===== src/verilog/gfx_dbuf_pkg.sv =====
`default_nettype none

package gfx_dbuf_pkg;

  // horizontal timing in clk cycles
  localparam int H_ACTIVE = 32;
  localparam int H_FRONT  = 2;
  localparam int H_SYNC   = 4;
  localparam int H_BACK   = 2;
  localparam int H_TOTAL  = H_ACTIVE + H_FRONT + H_SYNC + H_BACK;

  // vertical timing in lines
  localparam int V_ACTIVE = 12;
  localparam int V_FRONT  = 1;
  localparam int V_SYNC   = 2;
  localparam int V_BACK   = 1;
  localparam int V_TOTAL  = V_ACTIVE + V_FRONT + V_SYNC + V_BACK;

  localparam int H_SYNC_START = H_ACTIVE + H_FRONT;
  localparam int H_SYNC_END   = H_SYNC_START + H_SYNC;
  localparam int V_SYNC_START = V_ACTIVE + V_FRONT;
  localparam int V_SYNC_END   = V_SYNC_START + V_SYNC;

  typedef logic [5:0]  xcoord_t;
  typedef logic [4:0]  ycoord_t;
  // red, green, blue nibbles from the top down
  typedef logic [11:0] pixel_t;
  typedef logic [19:0] sram_addr_t;
  typedef logic [15:0] sram_data_t;
  typedef logic [2:0]  wb_addr_t;
  typedef logic [31:0] wb_data_t;

  localparam wb_addr_t REG_CTRL   = 3'd0;
  localparam wb_addr_t REG_STATUS = 3'd1;
  localparam wb_addr_t REG_COLOR  = 3'd2;
  localparam wb_addr_t REG_RECT_X = 3'd3;
  localparam wb_addr_t REG_RECT_Y = 3'd4;

  typedef enum logic {
    IDLE,
    RUN
  } fill_state_t;

  // row-major pixel address
  function automatic sram_addr_t pix_addr(input xcoord_t px, input ycoord_t py);
    return sram_addr_t'(py) * sram_addr_t'(H_ACTIVE) + sram_addr_t'(px);
  endfunction

endpackage

`default_nettype wire


===== src/verilog/scanout.sv =====
`default_nettype none

module scanout (
  input  logic                     clk,
  input  logic                     rst_n,
  input  logic                     active,
  input  logic                     hsync,
  input  logic                     vsync,
  input  gfx_dbuf_pkg::xcoord_t    x,
  input  gfx_dbuf_pkg::ycoord_t    y,
  output gfx_dbuf_pkg::sram_addr_t rd_addr,
  input  gfx_dbuf_pkg::sram_data_t rd_data,
  output logic [3:0]               vga_r,
  output logic [3:0]               vga_g,
  output logic [3:0]               vga_b,
  output logic                     vga_hsync,
  output logic                     vga_vsync,
  output logic                     vga_de
);

  gfx_dbuf_pkg::pixel_t pix;

  assign rd_addr = gfx_dbuf_pkg::pix_addr(x, y);

  // upper nibble of the word is not part of the pixel
  assign pix = rd_data[11:0];

  always_ff @(posedge clk or negedge rst_n) begin
    if (!rst_n) begin
      vga_r     <= '0;
      vga_g     <= '0;
      vga_b     <= '0;
      vga_hsync <= 1'b0;
      vga_vsync <= 1'b0;
      vga_de    <= 1'b0;
    end else begin
      vga_hsync <= hsync;
      vga_vsync <= vsync;
      vga_de    <= active;
      if (active) begin
        vga_r <= pix[11:8];
        vga_g <= pix[7:4];
        vga_b <= pix[3:0];
      end else begin
        // blank outside the visible area
        vga_r <= '0;
        vga_g <= '0;
        vga_b <= '0;
      end
    end
  end

endmodule

`default_nettype wire


===== config.mk =====
export PLATFORM = sky130hd
export DESIGN_NAME = scanout
export DESIGN_NICKNAME = d
export VERILOG_FILES = /design/src/verilog/gfx_dbuf_pkg.sv /design/src/verilog/scanout.sv
export SDC_FILE = /design/constraint.sdc
export NUM_CORES = 1
export LEC_CHECK = 0
export BUFFER_PORTS_ARGS = -buffer_cell sky130_fd_sc_hd__buf_4
export CORE_MARGIN = 3
export CORE_UTILIZATION = 33
export DETAILED_ROUTE_END_ITERATION = 12
export PLACE_DENSITY_LB_ADDON = 0.08
export SYNTH_ARGS = -nofsm -noshare
export SYNTH_HDL_FRONTEND = slang
export SYNTH_SLANG_ARGS = --single-unit

===== constraint.sdc =====
create_clock -name clk -period 1.2 [get_ports clk]
set_input_delay 0.18 -clock clk [delete_from_list [all_inputs] [get_ports clk]]
set_output_delay 0.18 -clock clk [all_outputs]
set_load 0.01 [all_outputs]

# Word level (Yosys, flattened, before mapping)
# Cells that the tools add are included.
dict set report op_classes {
  addsub 1
  mux 3
}
# op count
set ops {}
lappend ops {{$mux W4} 3}
lappend ops {{$add A10 B6 Y11} 1}
dict set report word_totals {
  regBits 15
  output_inout_bits 35
  wordCells 10
  in_bits 32
}

# Longest topological paths before layout
dict set report depth {
  word_depth 1
  depth_mapped 4
  mapped_depth_nobuf 4
}

# Least setup slack after synthesis
# OpenSTA, ideal clock, no wires.
dict set report synth_path {
  path_kind {input port to output port}
  from {input port y[0]}
  to {output port rd_addr[9]}
  path_stages 4
  setup_slack_ns 0.171
  n_path_buf 0
  arrival_time_ns 0.849
  cell_sequence {ha_1 > ha_1 > nand3_1 > xnor2_1}
}
dict set report synth_via {
  elab_chain_len 1
}
# item line
set synth_lines {}
lappend synth_lines {{start, declared} scanout.sv:10} ;# input gfx_dbuf_pkg::ycoord_t y,
lappend synth_lines {{$add A10 B6 Y11} gfx_dbuf_pkg.sv:46} ;# return sram_addr_t'(py) * sram_addr_t'(H_ACTIVE) + sram_addr_t'(px);
lappend synth_lines {{end, declared} scanout.sv:11} ;# output gfx_dbuf_pkg::sram_addr_t rd_addr,
# Every way passes these cells.

# Worst setup path in the final report
# Ends and elaborated chain as after synthesis.

==> flow_metrics.env <==
export IMPL_ant_nets=0
export IMPL_crit_fanout=2
export IMPL_pin_count=67
export IMPL_combinationalPowerShare_pct=21.2
export IMPL_io_buffers=43
export IMPL_syn_area_per_cell_um2=12.0
export IMPL_antenna_found_initial=0
export IMPL_num_vias=473
export IMPL_dr_pass1_iters=4
export IMPL_hpwl_um=997
export IMPL_die_h_um=50.0
export IMPL_start_util_pct=35.8
export IMPL_drive_gt1_share_pct=52.6
export IMPL_drc=0
export IMPL_fp_row_count=15
export IMPL_h_tree_depth=1
export IMPL_start_kind="primary input"
export IMPL_grt_use_total_pct=10.2
export IMPL_min_from="active"
export IMPL_vias_per_cell=3.88
export IMPL_clkSlewWorstSetupHoldPaths_ps=80
export IMPL_whs_path_depth=1
export IMPL_multiInputGateArea_um2=210
export IMPL_grt_overflow=0
export IMPL_status="completed"
export IMPL_synth_cells=53
export IMPL_grt_max_degree=16
export IMPL_fin_ws_ps=51.7
export IMPL_ys_warnings_count=0
export IMPL_rsz0062_at_grt="no"
export IMPL_crit_required_ps=1020
export IMPL_seq_power_share_pct=52.7
export IMPL_fp_dieW_um=50.0
export IMPL_min_period_ps=1150
export IMPL_placed_cell_area_um2=920
export IMPL_end_kind="output port"
export IMPL_p_clk_share_pct=26.1
export IMPL_grt_pass1_wl_um=1950
export IMPL_postCtsSetupBuffers=0
export IMPL_arrival_ps=970
export IMPL_final_setup_viol_count=0
export IMPL_synth_distinct_cells=11
export IMPL_drtIter0Drc=6
export IMPL_area_delta_synth_final_pct=57.3
export IMPL_seq_area_frac_synth_pct=58.8
export IMPL_max_cap_violations=0
export IMPL_switching_power_uw=235
export IMPL_fmax_mhz=871
export IMPL_worstSetupPathType="in -> out"
export IMPL_regArea_um2=375
export IMPL_antenna_cells=0
export IMPL_maxSlewViolCount=0
export IMPL_design_area_mm2=0.00100
export IMPL_min_to="vga_de"
export IMPL_ir_drop_v=0.000465
export IMPL_p_int_uw=783
export IMPL_fin_util_pct=56.3
export IMPL_grt_pass1_vias=468
export IMPL_syn_cell_area_um2=638
export IMPL_wirelength_um=1240
export IMPL_fin_nets=132
export IMPL_cts_tree="built"
export IMPL_wl_per_cell_um=10.2
export IMPL_cts_buffer_depth=2
export IMPL_synth_seq_cells=15
export IMPL_hold_slack_ps=105
export IMPL_cts_root_buf="clkbuf_4"
export IMPL_gp_congestion=0.640
export IMPL_numCtsBuffers=3
export IMPL_clock_sinks=15
export IMPL_p_sw_share_pct=23.0
export IMPL_hp_class="in -> reg"
export IMPL_n_fill_cell=173
export IMPL_layout_worst_path_cycle_share_pct=95.7
export IMPL_post_place_ws_ps=-51.8
export IMPL_p_per_area_mw_per_mm2=1010
export IMPL_hold_violations=0
export IMPL_die_area_mm2=0.00250
export IMPL_leakage_uw=0.000531
export IMPL_coreArea_mm2=0.00178
==> routing by layer <==
metal	track usage (%)	vias up	wire, um
li1	-	227	-
met2	16.7	26	677
met3	3.32	0	138
met1	12.0	220	423
met4	4.61	0	0
met5	0	-	0
==> state kept, by name (all words and copies together), names as in the netlist <==
register,cells
vga_b,4
vga_de,1
vga_g,4
vga_hsync,1
vga_r,4
vga_vsync,1
==> layout by cell type (no fill, tap or decap), drive strengths merged <==
cell type and n:
dfrtp 15, nand3 3, clkbuf 4, nand2 1
xnor2 2, conb 9, xor2 1, and2 12
nor2 1, dlygate4sd3 3, buf 44, ha 2
==> worst max-delay path, cell delays in order <==
cell and delay [ps]:
buf_4 110, ha_2 200, ha_4 170, nand3_2 80
xnor2_2 100, buf_4 140
==> synth_stat cells <==
cell type / number / area share (%)
dfrtp_1: 15 / 59
buf_4: 14 / 16
and2_1: 12 / 12
nand3_1: 3 / 2.4
ha_1: 2 / 3.9
xnor2_1: 2 / 2.7
clkbuf_2: 1 / 0.78
conb_1: 1 / 0.59
nand2_1: 1 / 0.59
nor2_1: 1 / 0.59
xor2_1: 1 / 1.4
==> power groups by stage <==
stage                     Clock (uW)  Combinational, uW  Sequential, uW
final                            266                216             537
after global routing             315                237             540
after CTS                        287                209             537
after detailed placement           0                203             547
after global placement             0                202             547
after floorplan                    0               92.9             562
==> metrics by stage <==
stage / total power (uW) / cells / TNS, ps
finish: 1020 / 122 / 0
global route: 1090 / 122 / 0
CTS: 1030 / 120 / 0
detailed placement: 750 / 115 / -51.8
global placement: 748 / 115 / -23.7
floorplan: 655 / 61 / 0
==> worst max-delay path by stage <==
| stage | slack, ps | end | depth (start not counted) | startpoint |
|---|---|---|---|---|
| CTS | 20 | rd_addr[9] | 6 | y[0] |
| detailed placement | -50 | rd_addr[9] | 6 | y[0] |
| floorplan | 170 | rd_addr[9] | 4 | y[0] |
| global route | 2 | rd_addr[8] | 6 | y[0] |
| global placement | -20 | rd_addr[9] | 6 | y[0] |
| finish | 50 | rd_addr[9] | 6 | y[0] |
==> timing repair <==
| action | 4_1_cts | 5_1_grt |
|---|---|---|
| endpoints found under the setup margin | 1 | 1 |
| resized for setup | 3 | 2 |
| hold buffers | 1 | 2 |
| pin swaps | 1 | 0 |
| endpoints found under the hold margin | 15 | 2 |
==> final cells by class <==
| type | instances | area share (%) |
|---|---|---|
| Clock buffer | 4 | 2.62 |
| Multi-Input combinational cell | 31 | 20.9 |
| Sequential cell | 15 | 37.4 |
| Tap cell | 25 | 3.12 |
| Timing Repair Buffer | 47 | 35.9 |
==> cell families (layout without fill, tap and decap cells) <==
kind of cell             after synthesis  in the layout  share of synthesized area, %
buffers and inverters                 15             51                          17.3
other                                  1              9                         0.588
AND/OR/NAND/NOR                       17             17                          15.3
flip-flops                            15             15                          58.8
XOR/XNOR                               3              3                          4.12
adder cells (fa/ha/maj)                2              2                          3.92
(Power assumes the default switching activity.)
