===== config.mk =====
export PLATFORM = sky130hd
export DESIGN_NAME = vga_timing
export DESIGN_NICKNAME = d
export VERILOG_FILES = /design/src/verilog/gfx_dbuf_pkg.sv /design/src/verilog/vga_timing.sv
export SDC_FILE = /design/constraint.sdc
export NUM_CORES = 1
export LEC_CHECK = 0
export BUFFER_PORTS_ARGS = -buffer_cell sky130_fd_sc_hd__buf_2
export CORE_AREA = 4 4 41 43
export CTS_CLUSTER_DIAMETER = 80
export DETAILED_ROUTE_END_ITERATION = 10
export DIE_AREA = 0 0 45 47
export PLACE_DENSITY = 0.7
export SYNTH_ARGS = -nofsm -noshare
export SYNTH_HDL_FRONTEND = slang
export SYNTH_SLANG_ARGS = --single-unit

===== constraint.sdc =====
create_clock -name clk -period 3.6 [get_ports clk]
set_input_delay 0.18 -clock clk [delete_from_list [all_inputs] [get_ports clk]]
set_output_delay 0.18 -clock clk [all_outputs]
set_load 0.01 [all_outputs]

===== src/verilog/gfx_dbuf_pkg.sv =====
`default_nettype none

package gfx_dbuf_pkg;

  // horizontal timing in clk cycles
  localparam int H_ACTIVE = 32;
  localparam int H_FRONT  = 2;
  localparam int H_SYNC   = 4;
  localparam int H_BACK   = 2;
  localparam int H_TOTAL  = H_ACTIVE + H_FRONT + H_SYNC + H_BACK;

  // vertical timing in lines
  localparam int V_ACTIVE = 12;
  localparam int V_FRONT  = 1;
  localparam int V_SYNC   = 2;
  localparam int V_BACK   = 1;
  localparam int V_TOTAL  = V_ACTIVE + V_FRONT + V_SYNC + V_BACK;

  localparam int H_SYNC_START = H_ACTIVE + H_FRONT;
  localparam int H_SYNC_END   = H_SYNC_START + H_SYNC;
  localparam int V_SYNC_START = V_ACTIVE + V_FRONT;
  localparam int V_SYNC_END   = V_SYNC_START + V_SYNC;

  typedef logic [5:0]  xcoord_t;
  typedef logic [4:0]  ycoord_t;
  // red, green, blue nibbles from the top down
  typedef logic [11:0] pixel_t;
  typedef logic [19:0] sram_addr_t;
  typedef logic [15:0] sram_data_t;
  typedef logic [2:0]  wb_addr_t;
  typedef logic [31:0] wb_data_t;

  localparam wb_addr_t REG_CTRL   = 3'd0;
  localparam wb_addr_t REG_STATUS = 3'd1;
  localparam wb_addr_t REG_COLOR  = 3'd2;
  localparam wb_addr_t REG_RECT_X = 3'd3;
  localparam wb_addr_t REG_RECT_Y = 3'd4;

  typedef enum logic {
    IDLE,
    RUN
  } fill_state_t;

  // row-major pixel address
  function automatic sram_addr_t pix_addr(input xcoord_t px, input ycoord_t py);
    return sram_addr_t'(py) * sram_addr_t'(H_ACTIVE) + sram_addr_t'(px);
  endfunction

endpackage

`default_nettype wire


===== src/verilog/vga_timing.sv =====
`default_nettype none

module vga_timing (
  input  logic                  clk,
  input  logic                  rst_n,
  output gfx_dbuf_pkg::xcoord_t x,
  output gfx_dbuf_pkg::ycoord_t y,
  output logic                  active,
  output logic                  hsync,
  output logic                  vsync,
  output logic                  frame_start
);

  logic line_end;
  logic frame_end;

  assign line_end  = (x == gfx_dbuf_pkg::H_TOTAL - 1);
  assign frame_end = (y == gfx_dbuf_pkg::V_TOTAL - 1);

  always_ff @(posedge clk or negedge rst_n) begin
    if (!rst_n) begin
      x <= '0;
      y <= '0;
    end else begin
      if (line_end) begin
        x <= '0;
        if (frame_end) begin
          y <= '0;
        end else begin
          y <= y + 1'b1;
        end
      end else begin
        x <= x + 1'b1;
      end
    end
  end

  assign active = (x < gfx_dbuf_pkg::H_ACTIVE) && (y < gfx_dbuf_pkg::V_ACTIVE);

  // both pulses active high
  assign hsync = (x >= gfx_dbuf_pkg::H_SYNC_START) && (x < gfx_dbuf_pkg::H_SYNC_END);
  assign vsync = (y >= gfx_dbuf_pkg::V_SYNC_START) && (y < gfx_dbuf_pkg::V_SYNC_END);

  // first cycle of the vertical sync pulse
  assign frame_start = (y == gfx_dbuf_pkg::V_SYNC_START) && (x == 0);

  a_x_range : assert property (
    @(posedge clk) disable iff (!rst_n)
    x < gfx_dbuf_pkg::H_TOTAL
  ) else $error("vga_timing: x out of range");

endmodule

`default_nettype wire


**Word level (Yosys, flattened, before mapping)**

Index checks and enable logic that the tools add are counted.

- Add/subtract/negate cells: 2
- Magnitude comparators: 6
- Equal/unequal tests: 3
- Muxes and demuxes: 2
- Reductions and logical operators: 5

Operators by type and width:

| operator | number |
|---|---|
| 6-bit less-than comparator (second input constant) | 2 |
| 5-bit by 4-bit == test with 1-bit output (second input constant) | 2 |
| 5-bit by 4-bit less-than comparator with 1-bit output (second input constant) | 2 |
| 6-bit by 1-bit adder with 6-bit output (second input constant) | 1 |
| 6-bit == test (second input constant) | 1 |
| 6-bit >= comparator (second input constant) | 1 |
| 6-bit zero test | 1 |
| 6-bit two-way mux | 1 |
| 5-bit by 1-bit adder with 5-bit output (second input constant) | 1 |
| 5-bit by 4-bit >= comparator with 1-bit output (second input constant) | 1 |
| 5-bit two-way mux | 1 |
| 1-bit logical AND | 4 |

- Register bits: 11
- Input bits: 2
- Output and inout bits: 15
- Word-level logic and storage cells: 20

**Depth between registers and ports, before layout**

- Depth after elaboration: 2
- Gate-level depth with buffers: 4
- Depth with buffers taken out: 4

**Least setup slack after synthesis**

OpenSTA, ideal clock, no wires.

- Path kind: reg-to-output
- Start: register x[1]
- End: output frame_start
- Arrival: 1.383 ns
- Required time: 3.420 ns
- Setup slack: 2.037 ns
- Stages on the path, launching flop included: 5
- Cell sequence: dfrtp_1 inv_1 ha_1 or4b_1 nor4b_2

- Longest elaborated chain between the ends: 2

RTL lines:

| item | RTL line | RTL |
|---|---|---|
| from (decl) | vga_timing.sv:6 | `output gfx_dbuf_pkg::xcoord_t x,` |
| from (signal assigned) | vga_timing.sv:33 | `x <= x + 1'b1;` |
| 6-bit zero test | vga_timing.sv:45 | `assign frame_start = (y == gfx_dbuf_pkg::V_SYNC_START) && (x == 0);` |
| 1-bit logical AND | vga_timing.sv:45 |  |
| to (decl) | vga_timing.sv:11 | `output logic frame_start` |

Every way passes these cells.

**Final worst setup path**

Ends and elaborated chain as after synthesis.

==> impl_metrics.yaml <==
die:
  start_util_pct: 45.6
  die_area_sq_mm: 0.00212
  rows: 13
  die_w_um: 45
  core_area_sq_mm: 0.00130
  ios: 17
  die_y_um: 47
logic_synthesis:
  synth_area_sq_um: 593
  synth_cell_type_count: 26
  synthMuxAreaShare_pct: 0
  synth_xor_area_share_pct: 7.38
  synth_top_area_share_pct: 46.4
  synth-async-reset-ratio_pct: 100
  netlist_top_cells_area: "dfrtp_1 (46%), ha_1 (8.4%), xnor2_1 (4.4%)"
  synth_seq_area_share_pct: 46.4
  postSynthCellCount: 57
  synth_top_family_by_area: "simple AND/OR/NAND/NOR gates"
  synth_compound_area_share_pct: 11.0
  synth_fa_ha_area_share_pct: 8.44
  synth_warnings: 0
  synth-seq-cells: 11
  syn_avg_cell_area_sq_um: 10.4
  synth_nets: 63
  synth_top_cell_by_area: "dfrtp_1"
  synth-edff-count: 0
  synth_simple_gate_area_share_pct: 24.3
  ys.flop_type: "dfrtp_1"
job:
  maxCapViolations: 0
timing:
  rsz0062_at_grt: "false"
  hold_violations: 0
  setup_violations: 0
  fmax_mhz: 519
  timing.hold.ws_ps: 298
  maxSlewViolCount: 0
  period_share_pct: 53.6
  skew_ps: 8.53
  relSlewSlack_pct: 76.6
  fin_setup_tns_ps: 0
  period_needed_ps: 1930
  tightest_slew_ps: 350
placed_design:
  hpwlAfterDp_um: 939
  port_buffers: 16
  gp_congestion: 0.730
power:
  switching_power_uw: 45.6
  p_per_area_mw_per_mm2: 293
  p_int_uw: 168
  p_sw_share_pct: 21.4
  vdd_drop_max_mv: 0.191
  finalPower_uw: 213
  p_comb_share_pct: 1.7
  pwr-share-clk_pct: 40.4
  power_frac_seq_pct: 57.9
  p_leak_uw: 0.000334
drt:
  drt-total-wl_um: 1240
  drt_iter0_markers: 3
  num_vias: 511
  wl_per_cell_um: 13.3
  first_pass_iters: 4
  antenna_left: 0
  drcViolationCount: 0
  routed_via_density: 5.49
worst_setup_path:
  crit_chain: "inv_1 -> ha_1 -> or4b_1 -> nor4b_2 -> buf_2"
  cp_max_fo: 5
  cp_slowest_cell: "or4b_1"
  crit_arrival_ps: 1750
  crit_path_end_kind: "primary output"
  startpoint_type: "flop"
  critPathBufInv: 2
  path_class: "flop to primary output"
  required_ps: 3420
  slowest_delay_ps: 470
  path_delay_family: "simple AND/OR/NAND/NOR gates"
clock_tree:
  postCtsSetupRepairBufs: 0
  clock_sinks: 11
  root_buffer: "clkbuf_4"
  clockBufferDepth: 2
  cts-resized-gates: 0
  htree_levels: 1
  cts_tree: "built"
  clk_latency_ps: 270
  clk_pin_slew_ps: 70
  cts_buffers: 3
grt:
  grt_pass1_wl_um: 2170
  grt_pass1_vias: 495
  grt_usage_pct: 14.9
  grt_max_degree: 12
  grt_antenna_before_repair: 0
  grt_overflow: 0
cells_and_area:
  drive_gt1_share_pct: 28.2
  nFillCells: 126
  area_growth_pct: 22.8
  nets: 85
  antennaDiodeCount: 0
outcome:
  run_status: "finished, final reports clean"
worst_hold_path:
  hold_class: "primary input to async pin"
[worst paths after layout]
path / end / slack [ps] / start / cells after the start
worst max-delay path: frame_start / 1670 / x[1] / 5
worst min-delay path: x[1] / 300 / rst_n / 2
worst max register to register: y[1] / 2180 / x[5] / 3
worst min register to register: x[0] / 520 / x[0] / 1
max in group asynchronous: x[3] / 3080 / rst_n / 2
min in group clk: x[0] / 520 / x[0] / 1
[cells in the mapped netlist, drive strengths merged, types with 2 or more instances]
| master | n |
|---|---|
| and2 | 2 |
| dfrtp | 11 |
| ha | 4 |
| inv | 4 |
| nand2 | 4 |
| nand3 | 3 |
| nor2 | 4 |
| nor3 | 2 |
| o21ai | 3 |
| xnor2 | 3 |
| xor2 | 2 |
[power by group through the flow]
| stage | combinational (uW) | clock (uW) | sequential [uW] |
|---|---|---|---|
| floorplan | 0.000101 | 0 | 126 |
| global placement | 2.82 | 0 | 126 |
| detailed placement | 2.92 | 0 | 126 |
| CTS | 3.75 | 89.5 | 123 |
| global route | 4.22 | 97.6 | 123 |
| finish | 3.62 | 86.0 | 123 |
[layer usage]
metal | track usage (%) | vias up | part of all wire [%]
met4 | 11.1 | 0 | 2.9
met3 | 3.83 | 5 | 6.9
met5 | 0 | - | 0
li1 | - | 249 | -
met1 | 17.7 | 239 | 44
met2 | 23.4 | 18 | 46
[sequential cells by signal (all words and copies together) (netlist names)]
signal,flops
x,6
y,5
[logic make-up after synthesis]
kind of cell               count (synthesis)
AOI/OAI and AO/OA                         10
xor gates and xnor gates                   5
buffers and inverters                      4
and+or+nand+nor                           23
DFF                                       11
adders and majority gates                  4
[cells in the final DEF (no fill, tap or decap), types with 3 or more instances in the layout]
master / n
inv_1: 4
nor2_1: 4
xnor2_1: 3
o21ai_0: 3
nand3_1: 3
ha_1: 4
nand2_1: 4
buf_2: 16
clkbuf_4: 3
dfrtp_1: 11
[cell type report]
cell class	count	area, sq um	area share [%]
Multi-Input combinational cell	42	303	41.6
Tap cell	15	18.8	2.58
Timing Repair Buffer	17	90.1	12.4
Inverter	4	15.0	2.06
Sequential cell	11	275	37.8
Clock buffer	4	26.3	3.61
[through the flow]
step	std cells	instance area (sq um)	setup slack [ps]	utilization, %
6_report	93	728	1670	56.0
5_1_grt	93	728	1570	56.0
4_1_cts	93	728	1650	56.0
3_5_place_dp	88	692	1960	53.2
3_3_place_gp	88	692	2000	53.2
2_1_floorplan	57	593	2040	-
[repair_timing]
| item | CTS | global route |
|---|---|---|
| hold endpoints to repair | 11 | 0 |
| endpoints found under the setup margin | 0 | 0 |
| hold buffers | 1 | 0 |
(Power assumes the default switching activity.)
