`config.mk`:
```
export PLATFORM = sky130hd
export DESIGN_NAME = fill_engine
export DESIGN_NICKNAME = d
export VERILOG_FILES = /design/src/verilog/gfx_dbuf_pkg.sv /design/src/verilog/fill_engine.sv
export SDC_FILE = /design/constraint.sdc
export NUM_CORES = 1
export LEC_CHECK = 0
export BUFFER_PORTS_ARGS = -buffer_cell sky130_fd_sc_hd__buf_4
export CAP_MARGIN = 5
export CORE_MARGIN = 2
export CORE_UTILIZATION = 56
export CTS_BUF_LIST = sky130_fd_sc_hd__clkbuf_4
export DETAILED_ROUTE_END_ITERATION = 6
export PLACE_DENSITY = 0.95
export SLEW_MARGIN = 30
export SYNTH_ARGS = -nofsm -noshare
export SYNTH_HDL_FRONTEND = slang
export SYNTH_SLANG_ARGS = --single-unit
```
`constraint.sdc`:
```
create_clock -name clk -period 4.8 [get_ports clk]
set_input_delay 0.24 -clock clk [delete_from_list [all_inputs] [get_ports clk]]
set_output_delay 0.24 -clock clk [all_outputs]
set_load 0.01 [all_outputs]
```
`src/verilog/gfx_dbuf_pkg.sv`:
```
`default_nettype none

package gfx_dbuf_pkg;

  // horizontal timing in clk cycles
  localparam int H_ACTIVE = 32;
  localparam int H_FRONT  = 2;
  localparam int H_SYNC   = 4;
  localparam int H_BACK   = 2;
  localparam int H_TOTAL  = H_ACTIVE + H_FRONT + H_SYNC + H_BACK;

  // vertical timing in lines
  localparam int V_ACTIVE = 12;
  localparam int V_FRONT  = 1;
  localparam int V_SYNC   = 2;
  localparam int V_BACK   = 1;
  localparam int V_TOTAL  = V_ACTIVE + V_FRONT + V_SYNC + V_BACK;

  localparam int H_SYNC_START = H_ACTIVE + H_FRONT;
  localparam int H_SYNC_END   = H_SYNC_START + H_SYNC;
  localparam int V_SYNC_START = V_ACTIVE + V_FRONT;
  localparam int V_SYNC_END   = V_SYNC_START + V_SYNC;

  typedef logic [5:0]  xcoord_t;
  typedef logic [4:0]  ycoord_t;
  // red, green, blue nibbles from the top down
  typedef logic [11:0] pixel_t;
  typedef logic [19:0] sram_addr_t;
  typedef logic [15:0] sram_data_t;
  typedef logic [2:0]  wb_addr_t;
  typedef logic [31:0] wb_data_t;

  localparam wb_addr_t REG_CTRL   = 3'd0;
  localparam wb_addr_t REG_STATUS = 3'd1;
  localparam wb_addr_t REG_COLOR  = 3'd2;
  localparam wb_addr_t REG_RECT_X = 3'd3;
  localparam wb_addr_t REG_RECT_Y = 3'd4;

  typedef enum logic {
    IDLE,
    RUN
  } fill_state_t;

  // row-major pixel address
  function automatic sram_addr_t pix_addr(input xcoord_t px, input ycoord_t py);
    return sram_addr_t'(py) * sram_addr_t'(H_ACTIVE) + sram_addr_t'(px);
  endfunction

endpackage

`default_nettype wire

```
`src/verilog/fill_engine.sv`:
```
`default_nettype none

module fill_engine (
  input  logic                     clk,
  input  logic                     rst_n,
  input  logic                     fill_start,
  input  gfx_dbuf_pkg::pixel_t     fill_color,
  input  gfx_dbuf_pkg::xcoord_t    x0,
  input  gfx_dbuf_pkg::xcoord_t    x1,
  input  gfx_dbuf_pkg::ycoord_t    y0,
  input  gfx_dbuf_pkg::ycoord_t    y1,
  output logic                     fill_busy,
  output logic                     wr_en,
  output gfx_dbuf_pkg::sram_addr_t wr_addr,
  output gfx_dbuf_pkg::sram_data_t wr_data
);

  gfx_dbuf_pkg::fill_state_t state;
  gfx_dbuf_pkg::xcoord_t     cx;
  gfx_dbuf_pkg::xcoord_t     rx0;
  gfx_dbuf_pkg::xcoord_t     rx1;
  gfx_dbuf_pkg::ycoord_t     cy;
  gfx_dbuf_pkg::ycoord_t     ry1;
  gfx_dbuf_pkg::pixel_t      color;
  gfx_dbuf_pkg::xcoord_t     ex1;
  gfx_dbuf_pkg::ycoord_t     ey1;
  logic                      rect_ok;

  // clip the far corner to the visible area
  assign ex1 = (x1 > gfx_dbuf_pkg::H_ACTIVE - 1) ?
               gfx_dbuf_pkg::xcoord_t'(gfx_dbuf_pkg::H_ACTIVE - 1) : x1;
  assign ey1 = (y1 > gfx_dbuf_pkg::V_ACTIVE - 1) ?
               gfx_dbuf_pkg::ycoord_t'(gfx_dbuf_pkg::V_ACTIVE - 1) : y1;
  assign rect_ok = (x0 <= ex1) && (y0 <= ey1);

  always_ff @(posedge clk or negedge rst_n) begin
    if (!rst_n) begin
      state <= gfx_dbuf_pkg::IDLE;
    end else begin
      case (state)
        gfx_dbuf_pkg::IDLE: begin
          if (fill_start && rect_ok) begin
            state <= gfx_dbuf_pkg::RUN;
          end
        end
        gfx_dbuf_pkg::RUN: begin
          if (cx == rx1 && cy == ry1) begin
            state <= gfx_dbuf_pkg::IDLE;
          end
        end
        default: state <= gfx_dbuf_pkg::IDLE;
      endcase
    end
  end

  // cursor and latched rectangle
  always_ff @(posedge clk) begin
    if (state == gfx_dbuf_pkg::IDLE) begin
      rx0   <= x0;
      rx1   <= ex1;
      ry1   <= ey1;
      color <= fill_color;
      cx    <= x0;
      cy    <= y0;
    end else if (cx == rx1) begin
      cx <= rx0;
      cy <= cy + 1'b1;
    end else begin
      cx <= cx + 1'b1;
    end
  end

  assign fill_busy = (state == gfx_dbuf_pkg::RUN);
  assign wr_en     = fill_busy;
  assign wr_addr   = gfx_dbuf_pkg::pix_addr(cx, cy);
  assign wr_data   = {4'b0000, color};

  a_wr_in_frame : assert property (
    @(posedge clk) disable iff (!rst_n)
    wr_en |-> wr_addr < gfx_dbuf_pkg::H_ACTIVE * gfx_dbuf_pkg::V_ACTIVE
  ) else $error("fill_engine: write outside the frame");

endmodule

`default_nettype wire

```
== Yosys cells after proc, flatten, opt, wreduce, memory -nomap -nowiden ==
Cells that the tools add are included.

* Register bits after elaboration: 41
* Logic and storage cells: 30

* Magnitude comparators: 4
* Reduce and logical (&&, ||, !) cells: 3
* Add/sub/neg operators: 3
* Mux-type cells: 9
* Equal/unequal tests: 3
* Bitwise gates (word level): 1

{| class="wikitable"
|+ Operators with widths
! cell !! number
|-
| 6-bit two-way mux || 3
|-
| 5-bit two-way mux || 3
|-
| 10-bit by 6-bit adder with 11-bit output || 1
|-
| 6-bit by 1-bit adder with 6-bit output, second input constant || 1
|-
| 6-bit == test || 1
|-
| 6-bit by 5-bit greater-than comparator with 1-bit output, second input constant || 1
|-
| 6-bit less-or-equal comparator || 1
|-
| 5-bit by 1-bit adder with 5-bit output, second input constant || 1
|-
| 5-bit == test || 1
|-
| 5-bit by 4-bit greater-than comparator with 1-bit output, second input constant || 1
|-
| 5-bit less-or-equal comparator || 1
|-
| 1-bit logical AND || 3
|-
| 1-bit two-way mux || 2
|-
| 2-bit by 1-bit != test with 1-bit output, second input constant || 1
|-
| 1-bit case mux with 2 select lines || 1
|-
| 1-bit NOT || 1
|}

== Depth between registers and ports, before layout ==
* Word-level depth: 7
* Depth in mapped cells: 7
* Depth with buffers taken out: 7

== Worst setup path after synthesis ==
Ideal clock, no wire load.

* Kind: reg-to-reg
* Start: reg rx1[2]
* End: reg cy[0] (enable)
* Arrival: 1508 ps
* Setup time: 346 ps
* Period minus slack after synthesis: 1854 ps
* Cell stages (with the launch flop): 5
* Slack: 2946 ps
* Required time: 4454 ps
* Cell sequence: edfxtp_1 > xor2_1 > or4_1 > buf_2 > o21ai_1

* Longest elaborated chain between the ends: 2

{| class="wikitable"
|+ RTL lines
! item !! RTL line !! RTL
|-
| start, declared || fill_engine.sv:21 || <nowiki>gfx_dbuf_pkg::xcoord_t rx1;</nowiki>
|-
| start signal, assigned || fill_engine.sv:60 || <nowiki>rx1 <= ex1;</nowiki>
|-
| 6-bit == test || fill_engine.sv:65 || <nowiki>end else if (cx == rx1) begin</nowiki>
|-
| 2-bit by 1-bit != test with 1-bit output (no line) || n/a ||
|-
| end signal, assigned || fill_engine.sv:64 || <nowiki>cy <= y0;</nowiki>
|-
| end signal, assigned || fill_engine.sv:67 || <nowiki>cy <= cy + 1'b1;</nowiki>
|-
| end, declared || fill_engine.sv:22 || <nowiki>gfx_dbuf_pkg::ycoord_t cy;</nowiki>
|}

No other way between the ends.
A chain may end at the register's enable or synchronous reset.

== Final worst setup path ==
* Start: reg rx1[2]
* End: reg cy[4] (enable)

The elaborated chain is that of the path after synthesis.

==> results.toml <==
[run_status]
status = "completed"

[hold_path]
hp-class = "in2reg"

[clock_network]
cts_root_buffer = "clkbuf_4"
cts_setup_buffers = 0
cts_resized = 0
clk_latency_ns = 0.34
cts.sinks = 41
path_clk_slew_ns = 0.11
cts_max_level = 2
cts_buffers = 5
cts_tree = "yes"
cts_buffer_depth = 2
ctsHoldBuffers = 1

[drt]
wl_per_cell_um = 14.8
drt-pass1-iter-count = 4
vias = 1585
drt_wl_total_um = 4450
drc = 0
viasPerCell = 5.27
drt_iter0_drc = 106
postRouteAntennaNets = 0

[timing]
setup_tns_ns = 0
period_needed_ns = 2.07
setup_violations = 0
fmax_mhz = 483
grt_setup_unrepaired = "false"
fin_ws_ns = 2.73
hold_viol = 0
clock_skew_ns = 0.00797
holdWs_ns = 0.0611
timing.final.crit_share_pct = 43.1
drv_slew = 0

[floorplan]
die_h_um = 66.7
row_count = 22
die_area_um2 = 4450
initial_core_util_pct = 59.3
die_w_um = 66.7
ios = 75
core_area_um2 = 3720

[logic_synthesis]
synth.distinct_cells = 37
yosysMostFrequentCell = "edfxtp_1"
async_reset_ff_share_pct = 2.44
netlist_instances = 192
synthTopCellsByArea = "edfxtp_1, ha_1, buf_4"
yosysTopAreaCell = "edfxtp_1"
synth_common_cells = "edfxtp_1, buf_4, ha_1"
netlist.area_leader.share_pct = 46.3
synth_area_um2 = 2200
yosys_warnings = 0
synth_seq_cells = 41
synth_edf_count = 34
synth_flop_cell = "edfxtp_1"
synth.avg_cell_area_um2 = 11.5
ys_seq_area_share_pct = 52.9

[worst_setup_path]
crit_path_end_kind = "register"
cp_num_buf_inv = 0
crit_required_ns = 4.80
path_class = "reg2reg"
slowest_delay_ns = 0.67
regToRegSetupSlack_ns = 2.73
cp_data_arrival_time_ns = 2.07
path_cells = "xor2_1, or4_1, o21ai_1"
critPathMaxFanout = 6
crit_slowest_cell = "or4_1"
cp-start-kind = "register"
worst_path_dominant_cell_family = "simple AND/OR/NAND/NOR gates"

[placed_design]
dp_slack_ns = 2.75
dpl_cell_area_um2 = 2600
port_buffers = 61
dpl.hpwl_um = 3610
gp_congestion = 0.778

[grt]
grt-ovfl-total = 0
antenna_found_initial = 0
grt_pass1_wl_um = 7020
track_usage_pct = 21.5
grt_pass1_vias = 1486
grt_max_degree = 34

[flow_run]
maxCapViolCount = 0

[power]
power_density_nw_per_um2 = 506
ir_drop_mv = 0.284
power.total_mw = 1.35
leakage_nw = 1.13

[layout]
num_antenna_cells = 0
nets = 304
drive_above_1_share_pct = 28.9
fillers = 267
syn_to_final_growth_pct = 21.2
stdcell_area_um2 = 2670
-- metrics by stage --
stage          util (%)  std cells
2_1_floorplan         -        207
3_3_place_gp       70.1        292
3_5_place_dp       70.1        292
4_1_cts            71.9        301
5_1_grt            71.9        301
6_report           71.9        301
-- flip-flops by register name, summed over array words and instances, names as in the netlist --
register	flops
ry1	5
cy	5
rx1	6
rx0	6
fill_busy	1
color	12
cx	6
-- cells by family (layout without fill, tap and decap cells) --
group | after synthesis | count (layout) | share of synthesized area [%]
AOI/OAI and AO/OA | 29 | 29 | 8.40
DFF | 41 | 41 | 52.9
xor gates and xnor gates | 20 | 20 | 7.95
muxes | 2 | 2 | 0.965
other | 2 | 17 | 0.341
and+or+nand+nor | 47 | 47 | 10.8
buffers and inverters | 36 | 82 | 10.1
adders and majority gates | 15 | 15 | 8.52
-- power by group --
part | total [mW] | internal, mW | leakage (nW) | switching (mW)
sequential | 0.622 | 0.521 | 0.368 | 0.101
clock | 0.173 | 0.0677 | 0.0338 | 0.105
combinational | 0.556 | 0.253 | 0.732 | 0.303
total | 1.35 | 0.842 | 1.13 | 0.509
-- path summary, 6_finish.rpt --
kind	from	endpoint	cells after the start
worst min-delay path	fill_color[1]	color[1]$_DFFE_PN_	1
worst min register to register	rx0[1]$_DFFE_PN_	cx[1]$_DFF_P_	2
worst max-delay path	rx1[2]$_DFFE_PN_	cy[4]$_DFFE_PP_	3
worst max register to register	rx1[2]$_DFFE_PN_	cy[4]$_DFFE_PP_	3
min in group asynchronous	rst_n	fill_busy$_DFF_PN0_	2
max in group asynchronous	rst_n	fill_busy$_DFF_PN0_	2
-- cell usage in the layout, fill, tap and decap left out, types with 2 or more instances in the layout --
master and instances:
xnor2_1 7, clkbuf_4 7, nor2_1 12, nand3_1 11, o21ai_1 2, nor3_1 6, xor2_1 13, edfxtp_1 34
a31oi_1 2, inv_1 11, a21o_1 4, buf_4 62, ha_1 15, o31ai_1 4, a21oi_1 11, dfxtp_1 6
conb_1 17, or2_2 2, nand2_1 9
-- per-layer routing --
metal | up-vias | share of wire (%) | track usage [%]
met4 | 0 | 2.5 | 11.0
met2 | 69 | 51 | 35.3
met5 | - | 0 | 0
met3 | 12 | 5.5 | 3.21
li1 | 765 | - | -
met1 | 739 | 41 | 27.5
-- cell type report --
cell class	count	area [um^2]	share of cell area (%)
multi-input cells	130	871	32.6
flip-flops and latches	41	1170	43.7
well taps	48	60.1	2.25
clock buffers	7	52.6	1.97
clock inverters	1	3.75	0.141
repair buffers	63	475	17.8
inverters	11	41.3	1.55
Note: power is estimated with default switching activity, not from simulation.
